**src/hw/eth_mac_pkg.sv**
```systemverilog
// Ethernet MAC shared definitions
package eth_mac_pkg;

    // ##################################################
    // State encodings
    // ##################################################

    typedef enum logic [2:0] {
        TX_IDLE,
        TX_PREAMBLE,
        TX_PAYLOAD,
        TX_PAD,
        TX_FCS,
        TX_GAP
    } tx_state_t;

    typedef enum logic [1:0] {
        RX_IDLE,
        RX_PREAMBLE,
        RX_PAYLOAD,
        RX_DISCARD
    } rx_state_t;

    // ##################################################
    // Frame constants
    // ##################################################

    localparam logic [7:0]  PREAMBLE_BYTE = 8'h55;
    localparam logic [7:0]  SFD_BYTE      = 8'hD5;
    localparam logic [3:0]  PREAMBLE_LEN  = 4'd7;  // Bytes of 0x55 ahead of the SFD.
    localparam int          FCS_LEN       = 4;
    localparam logic [31:0] CRC_POLY      = 32'hEDB8_8320;  // Reflected form.
    localparam logic [31:0] CRC_RESIDUE   = 32'hDEBB_20E3;

    // One byte of the reflected CRC-32, LSB first as it goes on the wire.
    function automatic logic [31:0] crc32_byte(input logic [31:0] crc, input logic [7:0] data);
        logic [31:0] c;
        c = crc ^ {24'h000000, data};
        for (int i = 0; i < 8; i++) begin
            c = c[0] ? ((c >> 1) ^ CRC_POLY) : (c >> 1);
        end
        return c;
    endfunction

endpackage
```
**src/hw/byte_stream_if.sv**
```systemverilog
// Byte stream interface
interface byte_stream_if;

    logic [7:0] tdata;
    logic       tvalid;
    logic       tready;
    logic       tlast;   // Final byte of a frame.
    logic       tuser;   // Bad frame flag, only looked at together with tlast.

    modport src (
        output tdata, tvalid, tlast, tuser,
        input  tready
    );

    modport snk (
        input  tdata, tvalid, tlast, tuser,
        output tready
    );

endinterface

```
**src/hw/eth_mac_rx.sv**
```systemverilog
// Ethernet receive MAC
module eth_mac_rx
    import eth_mac_pkg::*;
#(
    parameter int MIN_FRAME_LEN = 64
) (
    input  logic       logic_clk,
    input  logic       logic_rst,
    input  logic [7:0] gmii_rxd,
    input  logic       gmii_rx_dv,
    input  logic       gmii_rx_er,
    input  logic       cfg_rx_enable,
    byte_stream_if.src m,
    output logic       error_bad_frame,
    output logic       error_bad_fcs
);

    rx_state_t   state;
    logic [7:0]  hold [FCS_LEN];  // Holdback line so the FCS is never forwarded.
    logic [2:0]  hold_cnt;
    logic [7:0]  out_data;
    logic        out_valid;
    logic [31:0] crc;
    logic [15:0] byte_cnt;        // Bytes after the SFD, FCS included.
    logic        er_seen;
    logic        frame_end;
    logic        fcs_bad;
    logic        frame_bad;

    // The frame ends in the first cycle with rx_dv low.
    assign frame_end = (state == RX_PAYLOAD) && !gmii_rx_dv;
    assign fcs_bad   = (crc != CRC_RESIDUE);
    assign frame_bad = er_seen || (byte_cnt < 16'(MIN_FRAME_LEN));

    // The wire cannot wait, so tready is not looked at.
    assign m.tdata  = out_data;
    assign m.tvalid = out_valid;
    assign m.tlast  = out_valid && frame_end;
    assign m.tuser  = fcs_bad || frame_bad;

    assign error_bad_fcs   = frame_end && fcs_bad;
    assign error_bad_frame = frame_end && frame_bad;

    always_ff @(posedge logic_clk) begin
        if ((state == RX_PAYLOAD) && gmii_rx_dv) begin
            hold[0] <= gmii_rxd;
            for (int i = 1; i < FCS_LEN; i++) begin
                hold[i] <= hold[i-1];
            end
            out_data <= hold[FCS_LEN-1];
        end
    end

    always_ff @(posedge logic_clk or posedge logic_rst) begin
        if (logic_rst) begin
            state     <= RX_IDLE;
            hold_cnt  <= '0;
            out_valid <= 1'b0;
            crc       <= '1;
            byte_cnt  <= '0;
            er_seen   <= 1'b0;
        end else begin
            // Outside a frame the checkers are kept primed for the next SFD.
            if (state != RX_PAYLOAD) begin
                hold_cnt  <= '0;
                out_valid <= 1'b0;
                crc       <= '1;
                byte_cnt  <= '0;
                er_seen   <= 1'b0;
            end

            case (state)
                RX_IDLE, RX_PREAMBLE: begin
                    if (!gmii_rx_dv) begin
                        state <= RX_IDLE;
                    end else if (!cfg_rx_enable && (state == RX_IDLE)) begin
                        state <= RX_DISCARD;  // Whole frame is ignored.
                    end else if (gmii_rxd == SFD_BYTE) begin
                        state <= RX_PAYLOAD;
                    end else if (gmii_rxd == PREAMBLE_BYTE) begin
                        state <= RX_PREAMBLE;
                    end else begin
                        state <= RX_DISCARD;
                    end
                end
                RX_PAYLOAD: begin
                    if (gmii_rx_dv) begin
                        crc       <= crc32_byte(crc, gmii_rxd);
                        byte_cnt  <= (byte_cnt == '1) ? byte_cnt : byte_cnt + 16'd1;
                        er_seen   <= er_seen || gmii_rx_er;
                        out_valid <= (hold_cnt == 3'(FCS_LEN));
                        if (hold_cnt != 3'(FCS_LEN)) begin
                            hold_cnt <= hold_cnt + 3'd1;
                        end
                    end else begin
                        out_valid <= 1'b0;
                        state     <= RX_IDLE;
                    end
                end
                RX_DISCARD: begin
                    if (!gmii_rx_dv) begin
                        state <= RX_IDLE;
                    end
                end
                default: state <= RX_IDLE;
            endcase
        end
    end

    // A frame leaves as one unbroken run of valid bytes that ends on tlast.
    assert property (@(posedge logic_clk) disable iff (logic_rst)
        m.tvalid && !m.tlast |=> m.tvalid)
        else $error("eth_mac_rx frame ended without tlast on a valid byte");

endmodule

```
**src/flat_wrapper.sv**
```systemverilog
// flat-port wrapper written by rule: the top's interface ports become plain ports
module eth_mac_rx_flat import eth_mac_pkg::*;
#(
    parameter int MIN_FRAME_LEN = 64
)
  (logic_clk, logic_rst, gmii_rxd, gmii_rx_dv, gmii_rx_er, cfg_rx_enable, error_bad_frame, error_bad_fcs, m_tdata, m_tvalid, m_tlast, m_tuser, m_tready);
  byte_stream_if m_i ();
  input  logic logic_clk;
  input  logic logic_rst;
  input  logic [7:0] gmii_rxd;
  input  logic gmii_rx_dv;
  input  logic gmii_rx_er;
  input  logic cfg_rx_enable;
  output logic error_bad_frame;
  output logic error_bad_fcs;
  output wire logic [$bits(m_i.tdata)-1:0] m_tdata;
  output wire logic [$bits(m_i.tvalid)-1:0] m_tvalid;
  output wire logic [$bits(m_i.tlast)-1:0] m_tlast;
  output wire logic [$bits(m_i.tuser)-1:0] m_tuser;
  input wire logic [$bits(m_i.tready)-1:0] m_tready;
  assign m_tdata = m_i.tdata;
  assign m_tvalid = m_i.tvalid;
  assign m_tlast = m_i.tlast;
  assign m_tuser = m_i.tuser;
  assign m_i.tready = m_tready;
  eth_mac_rx #(.MIN_FRAME_LEN(MIN_FRAME_LEN)) u_core (.logic_clk(logic_clk), .logic_rst(logic_rst), .gmii_rxd(gmii_rxd), .gmii_rx_dv(gmii_rx_dv), .gmii_rx_er(gmii_rx_er), .cfg_rx_enable(cfg_rx_enable), .m(m_i), .error_bad_frame(error_bad_frame), .error_bad_fcs(error_bad_fcs));
endmodule
```
**config.mk**
```make
export PLATFORM = sky130hd
export DESIGN_NAME = eth_mac_rx_flat
export DESIGN_NICKNAME = d
export VERILOG_FILES = /design/src/hw/eth_mac_pkg.sv /design/src/hw/byte_stream_if.sv /design/src/hw/eth_mac_rx.sv /design/src/flat_wrapper.sv
export SDC_FILE = /design/constraint.sdc
export NUM_CORES = 1
export LEC_CHECK = 0
export BUFFER_PORTS_ARGS = -buffer_cell sky130_fd_sc_hd__buf_4
export CELL_PAD_IN_SITES_DETAIL_PLACEMENT = 1
export CELL_PAD_IN_SITES_GLOBAL_PLACEMENT = 1
export CORE_MARGIN = 2
export CORE_UTILIZATION = 45
export CTS_BUF_LIST = sky130_fd_sc_hd__clkbuf_16
export DETAILED_ROUTE_END_ITERATION = 10
export PLACE_DENSITY_LB_ADDON = 0.1
export SYNTH_ARGS = -nofsm -noshare
export SYNTH_HDL_FRONTEND = slang
export SYNTH_SLANG_ARGS = --single-unit
```
**constraint.sdc**
```tcl
create_clock -name logic_clk -period 2.9 [get_ports logic_clk]
set_input_delay 0.145 -clock logic_clk [delete_from_list [all_inputs] [get_ports logic_clk]]
set_output_delay 0.145 -clock logic_clk [all_outputs]
set_load 0.05 [all_outputs]
```
==> results.py, run 1 <==
metrics = {
    "critical_path": {
        "critPathRequiredTime_ps": 2760,
        "cp_slowest_stage_delay_ps": 550,
        "end_kind": "output port",
        "cp_max_fo": 3,
        "crit_arrival_ps": 2260,
        "worstRegToRegCells": 6,
        "crit_chain": "nor4b_1 -> nand3_1 -> nor4_1 -> nand2_1 -> buf_4",
        "crit_type": "reg2out",
        "cp_num_buf_inv": 1,
        "slowest_stage": "dfstp_2",
        "critPathLaunchType": "flip-flop",
        "crit_cells": 5,
        "critPathTopFamily": "simple AND/OR/NAND/NOR gates",
        "reg2reg_slack_ps": 500,
    },
    "run": {
        "cap_violations": 0,
    },
    "sta": {
        "rsz0062_at_grt": "no",
        "maxSlewViolCount": 0,
        "finalSetupTns_ps": 0,
        "final-setup-viol-count": 0,
        "finalClockSkew_ps": 8.31,
        "period_minus_slack_ps": 2410,
        "hold_slack_ps": -2.91,
        "achievable-frequency_mhz": 416,
        "finalCritPeriodShare_pct": 82.9,
        "tightest_slew_ps": 915,
        "relSlewSlack_pct": 38.9,
        "hold_viol": 5,
    },
    "synthesis": {
        "synth.most_common_cell": "nor2_1",
        "ys_seq_area_share_pct": 56.6,
        "synth_area_mm2": 0.00462,
        "synth-seq-cells": 95,
        "yosys_most_used_dff": "edfxtp_1",
        "synth_edf_count": 40,
        "synth_top_cell_area_share_pct": 26.0,
        "ys_warn_count": 0,
        "synth_common_cells": "46 x nor2_1, 43 x xnor2_1, 40 x edfxtp_1",
        "synth.largest_area_cell": "edfxtp_1",
        "ys_top_cells_by_area": "edfxtp_1 26%, dfstp_2 18%, dfrtp_1 12%, xnor2_1 8.2%, xor2_1 4.9%",
        "async_reset_ff_share_pct": 57.9,
        "syn-num-nets": 402,
        "synth_cells": 385,
        "synth_area_per_cell_um2": 12.0,
        "yosysUniqueCellTypes": 44,
    },
    "cells_and_area": {
        "area_delta_synth_final_pct": 15.9,
        "num_antenna_cells": 0,
        "final_cell_area_mm2": 0.00536,
        "final_nets": 434,
        "final_layout_size_suffix_gt1_share_pct": 22.7,
        "n_fill_cell": 1005,
    },
    "clocking": {
        "ctsResizeCount": 0,
        "cts_tree": "yes",
        "path_clk_slew_ps": 70,
        "ctsHoldBuffers": 3,
        "htree_levels": 3,
        "clockBufferDepth": 2,
        "cts_setup_buffers": 0,
        "cts.sinks": 95,
        "cts_buffers": 9,
        "clk_latency_ps": 360,
        "cts-root-buf": "clkbuf_16",
    },
    "pwr": {
        "total_power_mw": 4.07,
        "irDropWorstVdd_uv": 427,
        "leakage_nw": 2.03,
        "powerDensity_mw_per_mm2": 760,
    },
    "global_routing": {
        "globalRouteOverflowTotal": 0,
        "grt_pass1_wl_um": 17200,
        "antenna_found_initial": 0,
        "grt_pass1_vias": 3146,
        "grt_max_degree": 43,
        "grt_usage_pct": 20.5,
    },
    "routing": {
        "vias": 2978,
        "drcViolationCount": 0,
        "firstDrtPassIters": 4,
        "ant_nets": 0,
        "drt_iter0_drc": 123,
        "routed_wl_um": 10400,
        "via_per_inst": 5.37,
        "wl_per_cell_um": 18.8,
    },
    "placed_design": {
        "portBuffers": 25,
        "routabilityCongestion": 0.782,
        "hpwl_um": 7180,
        "place_area_mm2": 0.00499,
    },
    "die": {
        "core_mm2": 0.00986,
        "start_util_pct": 46.8,
        "die_area_mm2": 0.0111,
        "rows": 36,
        "io_pins": 27,
        "fp.dieW_um": 105,
        "die_y_um": 105,
    },
    "min_path": {
        "worstHoldPathType": "in2async",
    },
    "run_status": {
        "violations": "negative hold slack",
        "outcome": "complete, but fails checks",
    },
}
==> metrics by stage <==
stage	std cells	util [%]	worst slack, ps
floorplan	385	-	85.9
global placement	536	50.6	653
detailed placement	536	50.6	592
CTS	555	54.3	439
global route	555	54.3	321
finish	555	54.3	495
==> cells in the final DEF (no fill, tap or decap), types with 4 or more instances in the layout <==
cell type	instances
nor4_1	4
nand2_1	24
dfrtp_1	23
o21a_1	6
xor2_4	4
nor2b_1	4
nand3_1	8
and3_1	6
a211o_1	5
nor4bb_1	4
nor3_1	6
xnor2_1	43
a21oi_1	9
nor2_1	45
o21ai_0	22
clkbuf_16	9
buf_4	34
o211ai_1	11
o2111ai_1	4
xnor2_2	5
edfxtp_1	40
dfstp_2	32
xor2_1	26
==> metal layers <==
metal | global-route usage, % | routed length (um) | vias up
met1 | 26.7 | 4680 | 1514
li1 | - | - | 1406
met3 | 5.32 | 371 | 17
met5 | 0 | 0 | -
met4 | 8.10 | 219 | 0
met2 | 32.8 | 5180 | 41
==> worst paths after layout <==
kind / start / end
worst min register to register: u_core.hold[1][2] / u_core.hold[2][2]
worst min-delay path: logic_rst / u_core.m.tvalid
worst max register to register: u_core.byte_cnt[0] / u_core.byte_cnt[6]
min in group logic_clk: gmii_rxd[2] / u_core.hold[0][2]
worst max-delay path: u_core.crc[13] / m_tuser
max in group asynchronous: logic_rst / u_core.crc[5]
==> area by class of cell <==
type / instances / area, um2 / area share [%]
Clock buffer: 9 / 225 / 4.20
Clock inverter: 7 / 111 / 2.08
Inverter: 5 / 18.8 / 0.350
Multi-Input combinational cell: 269 / 1930 / 36.1
Sequential cell: 95 / 2620 / 48.9
Tap cell: 133 / 166 / 3.11
Timing Repair Buffer: 37 / 285 / 5.32
==> state kept, by name, summed over array words and instances (netlist names) <==
register	flops
u_core.byte_cnt	16
u_core.m.tvalid	1
u_core.er_seen	1
u_core.state	2
u_core.crc	32
u_core.m.tdata	8
u_core.hold_cnt	3
u_core.hold	32
==> where the power goes <==
group / switching (mW) / internal [mW]
clock: 0.559 / 0.778
sequential: 0.0941 / 1.56
combinational: 0.581 / 0.499
==> logic make-up after synthesis <==
group           after synthesis  synth area share [%]
compound gates               63                  8.66
xor+xnor                     82                  19.0
fa+ha+maj                     3                 0.812
buf+inv                      21                  1.73
flops                        95                  56.6
mux                           2                 0.433
simple gates                119                  12.7
==> worst reg2reg max path, delay by kind of cell (launching register included) <==
family,cells,cell delay (ps)
AO/OA/AOI/OAI,3,840
adder cells (fa/ha/maj),1,200
flip-flops,1,400
AND/OR/NAND/NOR,2,900
Power figures use the tool's default switching activity.
==> run 2, diff against run 1 <==
- ABC_AREA: default -> 1
- CORE_UTILIZATION: 45 -> 42
- clock period: 2.9 -> 2.2 ns (I/O delays scaled with it)
==> run 2 against run 1 <==
Net effect: the flow now finishes without violations; worst setup slack got worse by 400 ps; global-route usage up 2.3 points; sequential power up 27%; first-iteration DRC count is 140% higher; final cell count increased by 45%; total power rose by 13%; critical path depth rose by 2; critical endpoint unchanged; highest routed layer unchanged.
==> results.py, run 2 <==
metrics = {
    "placed_design": {
        "hpwl_um": 10300,
        "dpl_worst_slack_ps": 308,
        "place_area_mm2": 0.00557,
        "routabilityCongestion": 0.885,
        "portBuffers": 25,
        "dpl.cell_count": 780,
    },
    "synthesis": {
        "ys_warn_count": 0,
        "syn-num-nets": 628,
        "ys_top_cells_by_area": "edfxtp_1 23%, dfstp_2 16%, nand2_1 12%, dfrtp_1 11%, inv_1 5.1%",
        "synth_top_cell_area_share_pct": 23.2,
        "synth_area_mm2": 0.00518,
        "synth_area_per_cell_um2": 8.48,
        "synth_cells": 611,
        "synth.most_common_cell": "nand2_1",
        "async_reset_ff_share_pct": 57.9,
        "synth_common_cells": "165 x nand2_1, 70 x inv_1, 51 x nand3_1",
        "synth-seq-cells": 95,
        "yosysUniqueCellTypes": 37,
        "ys_seq_area_share_pct": 50.5,
        "synth.largest_area_cell": "edfxtp_1",
        "yosys_most_used_dff": "edfxtp_1",
        "synth_edf_count": 40,
    },
    "routing": {
        "vias": 4341,
        "drcViolationCount": 0,
        "routed_wl_um": 14300,
        "via_per_inst": 5.38,
        "ant_nets": 0,
        "wl_per_cell_um": 17.7,
        "drt_iter0_drc": 300,
        "firstDrtPassIters": 4,
    },
    "sta": {
        "rsz0062_at_grt": "no",
        "achievable-frequency_mhz": 475,
        "relSlewSlack_pct": 64.5,
        "finalCritPeriodShare_pct": 95.7,
        "finalWorstSetupSlack_ps": 93.7,
        "tightest_slew_ps": 532,
        "period_minus_slack_ps": 2110,
        "hold_viol": 0,
        "maxSlewViolCount": 0,
        "finalSetupTns_ps": 0,
        "final-setup-viol-count": 0,
        "finalClockSkew_ps": 8.34,
        "hold_slack_ps": 129,
    },
    "clocking": {
        "clk_latency_ps": 360,
        "cts_buffers": 9,
        "cts-root-buf": "clkbuf_16",
        "clockBufferDepth": 2,
        "cts.sinks": 95,
        "cts_tree": "yes",
        "htree_levels": 3,
        "path_clk_slew_ps": 70,
    },
    "die": {
        "rows": 40,
        "core_mm2": 0.0120,
        "die_y_um": 115,
        "start_util_pct": 43.1,
        "io_pins": 27,
        "fp.dieW_um": 115,
        "die_area_mm2": 0.0132,
    },
    "run": {
        "cap_violations": 0,
    },
    "cells_and_area": {
        "layoutNonFillerInstCount": 807,
        "final_common_cell": "nand2_1",
        "utilization_pct": 49.8,
        "area_delta_synth_final_pct": 15.3,
        "n_fill_cell": 1452,
        "final_layout_size_suffix_gt1_share_pct": 18.9,
        "final_cell_area_mm2": 0.00598,
        "final_nets": 672,
        "most-common-layout-cells": "165 x nand2_1, 69 x inv_1, 51 x nand3_1, 40 x nor2_1, 40 x edfxtp_1",
        "num_antenna_cells": 0,
        "largest_registers": "u_core.crc: 32 flops, u_core.hold: 32 flops, u_core.byte_cnt: 16 flops",
    },
    "pwr": {
        "leakage_nw": 2.64,
        "irDropWorstVdd_uv": 371,
        "powerDensity_mw_per_mm2": 771,
        "total_power_mw": 4.61,
    },
    "min_path": {
        "min_to": "u_core.state[1]",
        "worstHoldPathType": "in2reg",
        "hold_path_startpoint": "gmii_rx_dv",
        "hold_depth": 3,
    },
    "critical_path": {
        "worstRegToRegCells": 12,
        "crit_arrival_ps": 2000,
        "r2r_end": "u_core.crc[26]",
        "crit_type": "reg2out",
        "critPathLaunchType": "flip-flop",
        "crit-reg2reg-launch": "u_core.crc[6]",
        "reg2reg_slack_ps": 320,
        "critPathRequiredTime_ps": 2090,
        "end_kind": "output port",
        "cp_max_fo": 4,
    },
    "global_routing": {
        "antenna_found_initial": 0,
        "grt_pass1_wl_um": 22900,
        "grt_pass1_vias": 4321,
        "grt_max_degree": 35,
        "grt_usage_pct": 22.9,
        "globalRouteOverflowTotal": 0,
    },
    "run_status": {
        "outcome": "complete, no violations",
    },
}
run 2: layout make-up:
type	instances	area [um2]	share of cell area, %
clock buffers	9	225	3.77
multi-input cells	425	2210	37.0
flip-flops and latches	95	2620	43.8
repair buffers	47	390	6.53
inverters	77	292	4.88
clock inverters	7	58.8	0.984
well taps	147	184	3.08
run 2: cells by family after synthesis:
family	after synthesis	share of synthesized area, %
AND/OR/NAND/NOR	309	26.9
adder cells (fa/ha/maj)	3	0.724
buffers and inverters	91	7.07
XOR/XNOR	42	7.10
AO/OA/AOI/OAI	71	7.70
flip-flops	95	50.5
run 2: per-layer routing:
layer | vias to the layer above | wire, um | GRT usage [%]
li1 | 2080 | - | -
met1 | 2154 | 6870 | 32.1
met2 | 92 | 6680 | 36.3
met3 | 15 | 565 | 4.96
met4 | 0 | 204 | 5.70
met5 | - | 0 | 0
run 2: worst max path at each step:
stage	depth (start not counted)	end	startpoint	slack [ps]
global route	7	m_tuser	u_core.crc[7]	9
detailed placement	11	u_core.crc[29]	u_core.crc[0]	310
finish	7	m_tuser	u_core.crc[5]	90
CTS	7	m_tuser	u_core.crc[0]	40
global placement	11	u_core.crc[29]	u_core.crc[0]	400
floorplan	6	error_bad_frame	u_core.state[0]	350
run 2: power by group:
| group | internal, mW | switching (mW) | leakage [nW] |
|---|---|---|---|
| Sequential | 2.01 | 0.0855 | 1.02 |
| Clock | 0.782 | 0.724 | 0.137 |
| Combinational | 0.321 | 0.686 | 1.48 |
run 2: repair_timing:
item,in CTS,in global routing
setup endpoints to repair,1,2
setup buffers,0,1
pin swaps,1,0
hold buffers,10,0
endpoints found under the hold margin,13,0
gates resized for setup,1,1
run 2: worst max-delay path, cell delays in order (launching register included):
cell	delay, ps
dfstp_2	560
inv_1	70
nor2_1	160
nand4_1	140
nor3_2	150
nand4_1	180
nand2b_1	190
buf_4	190
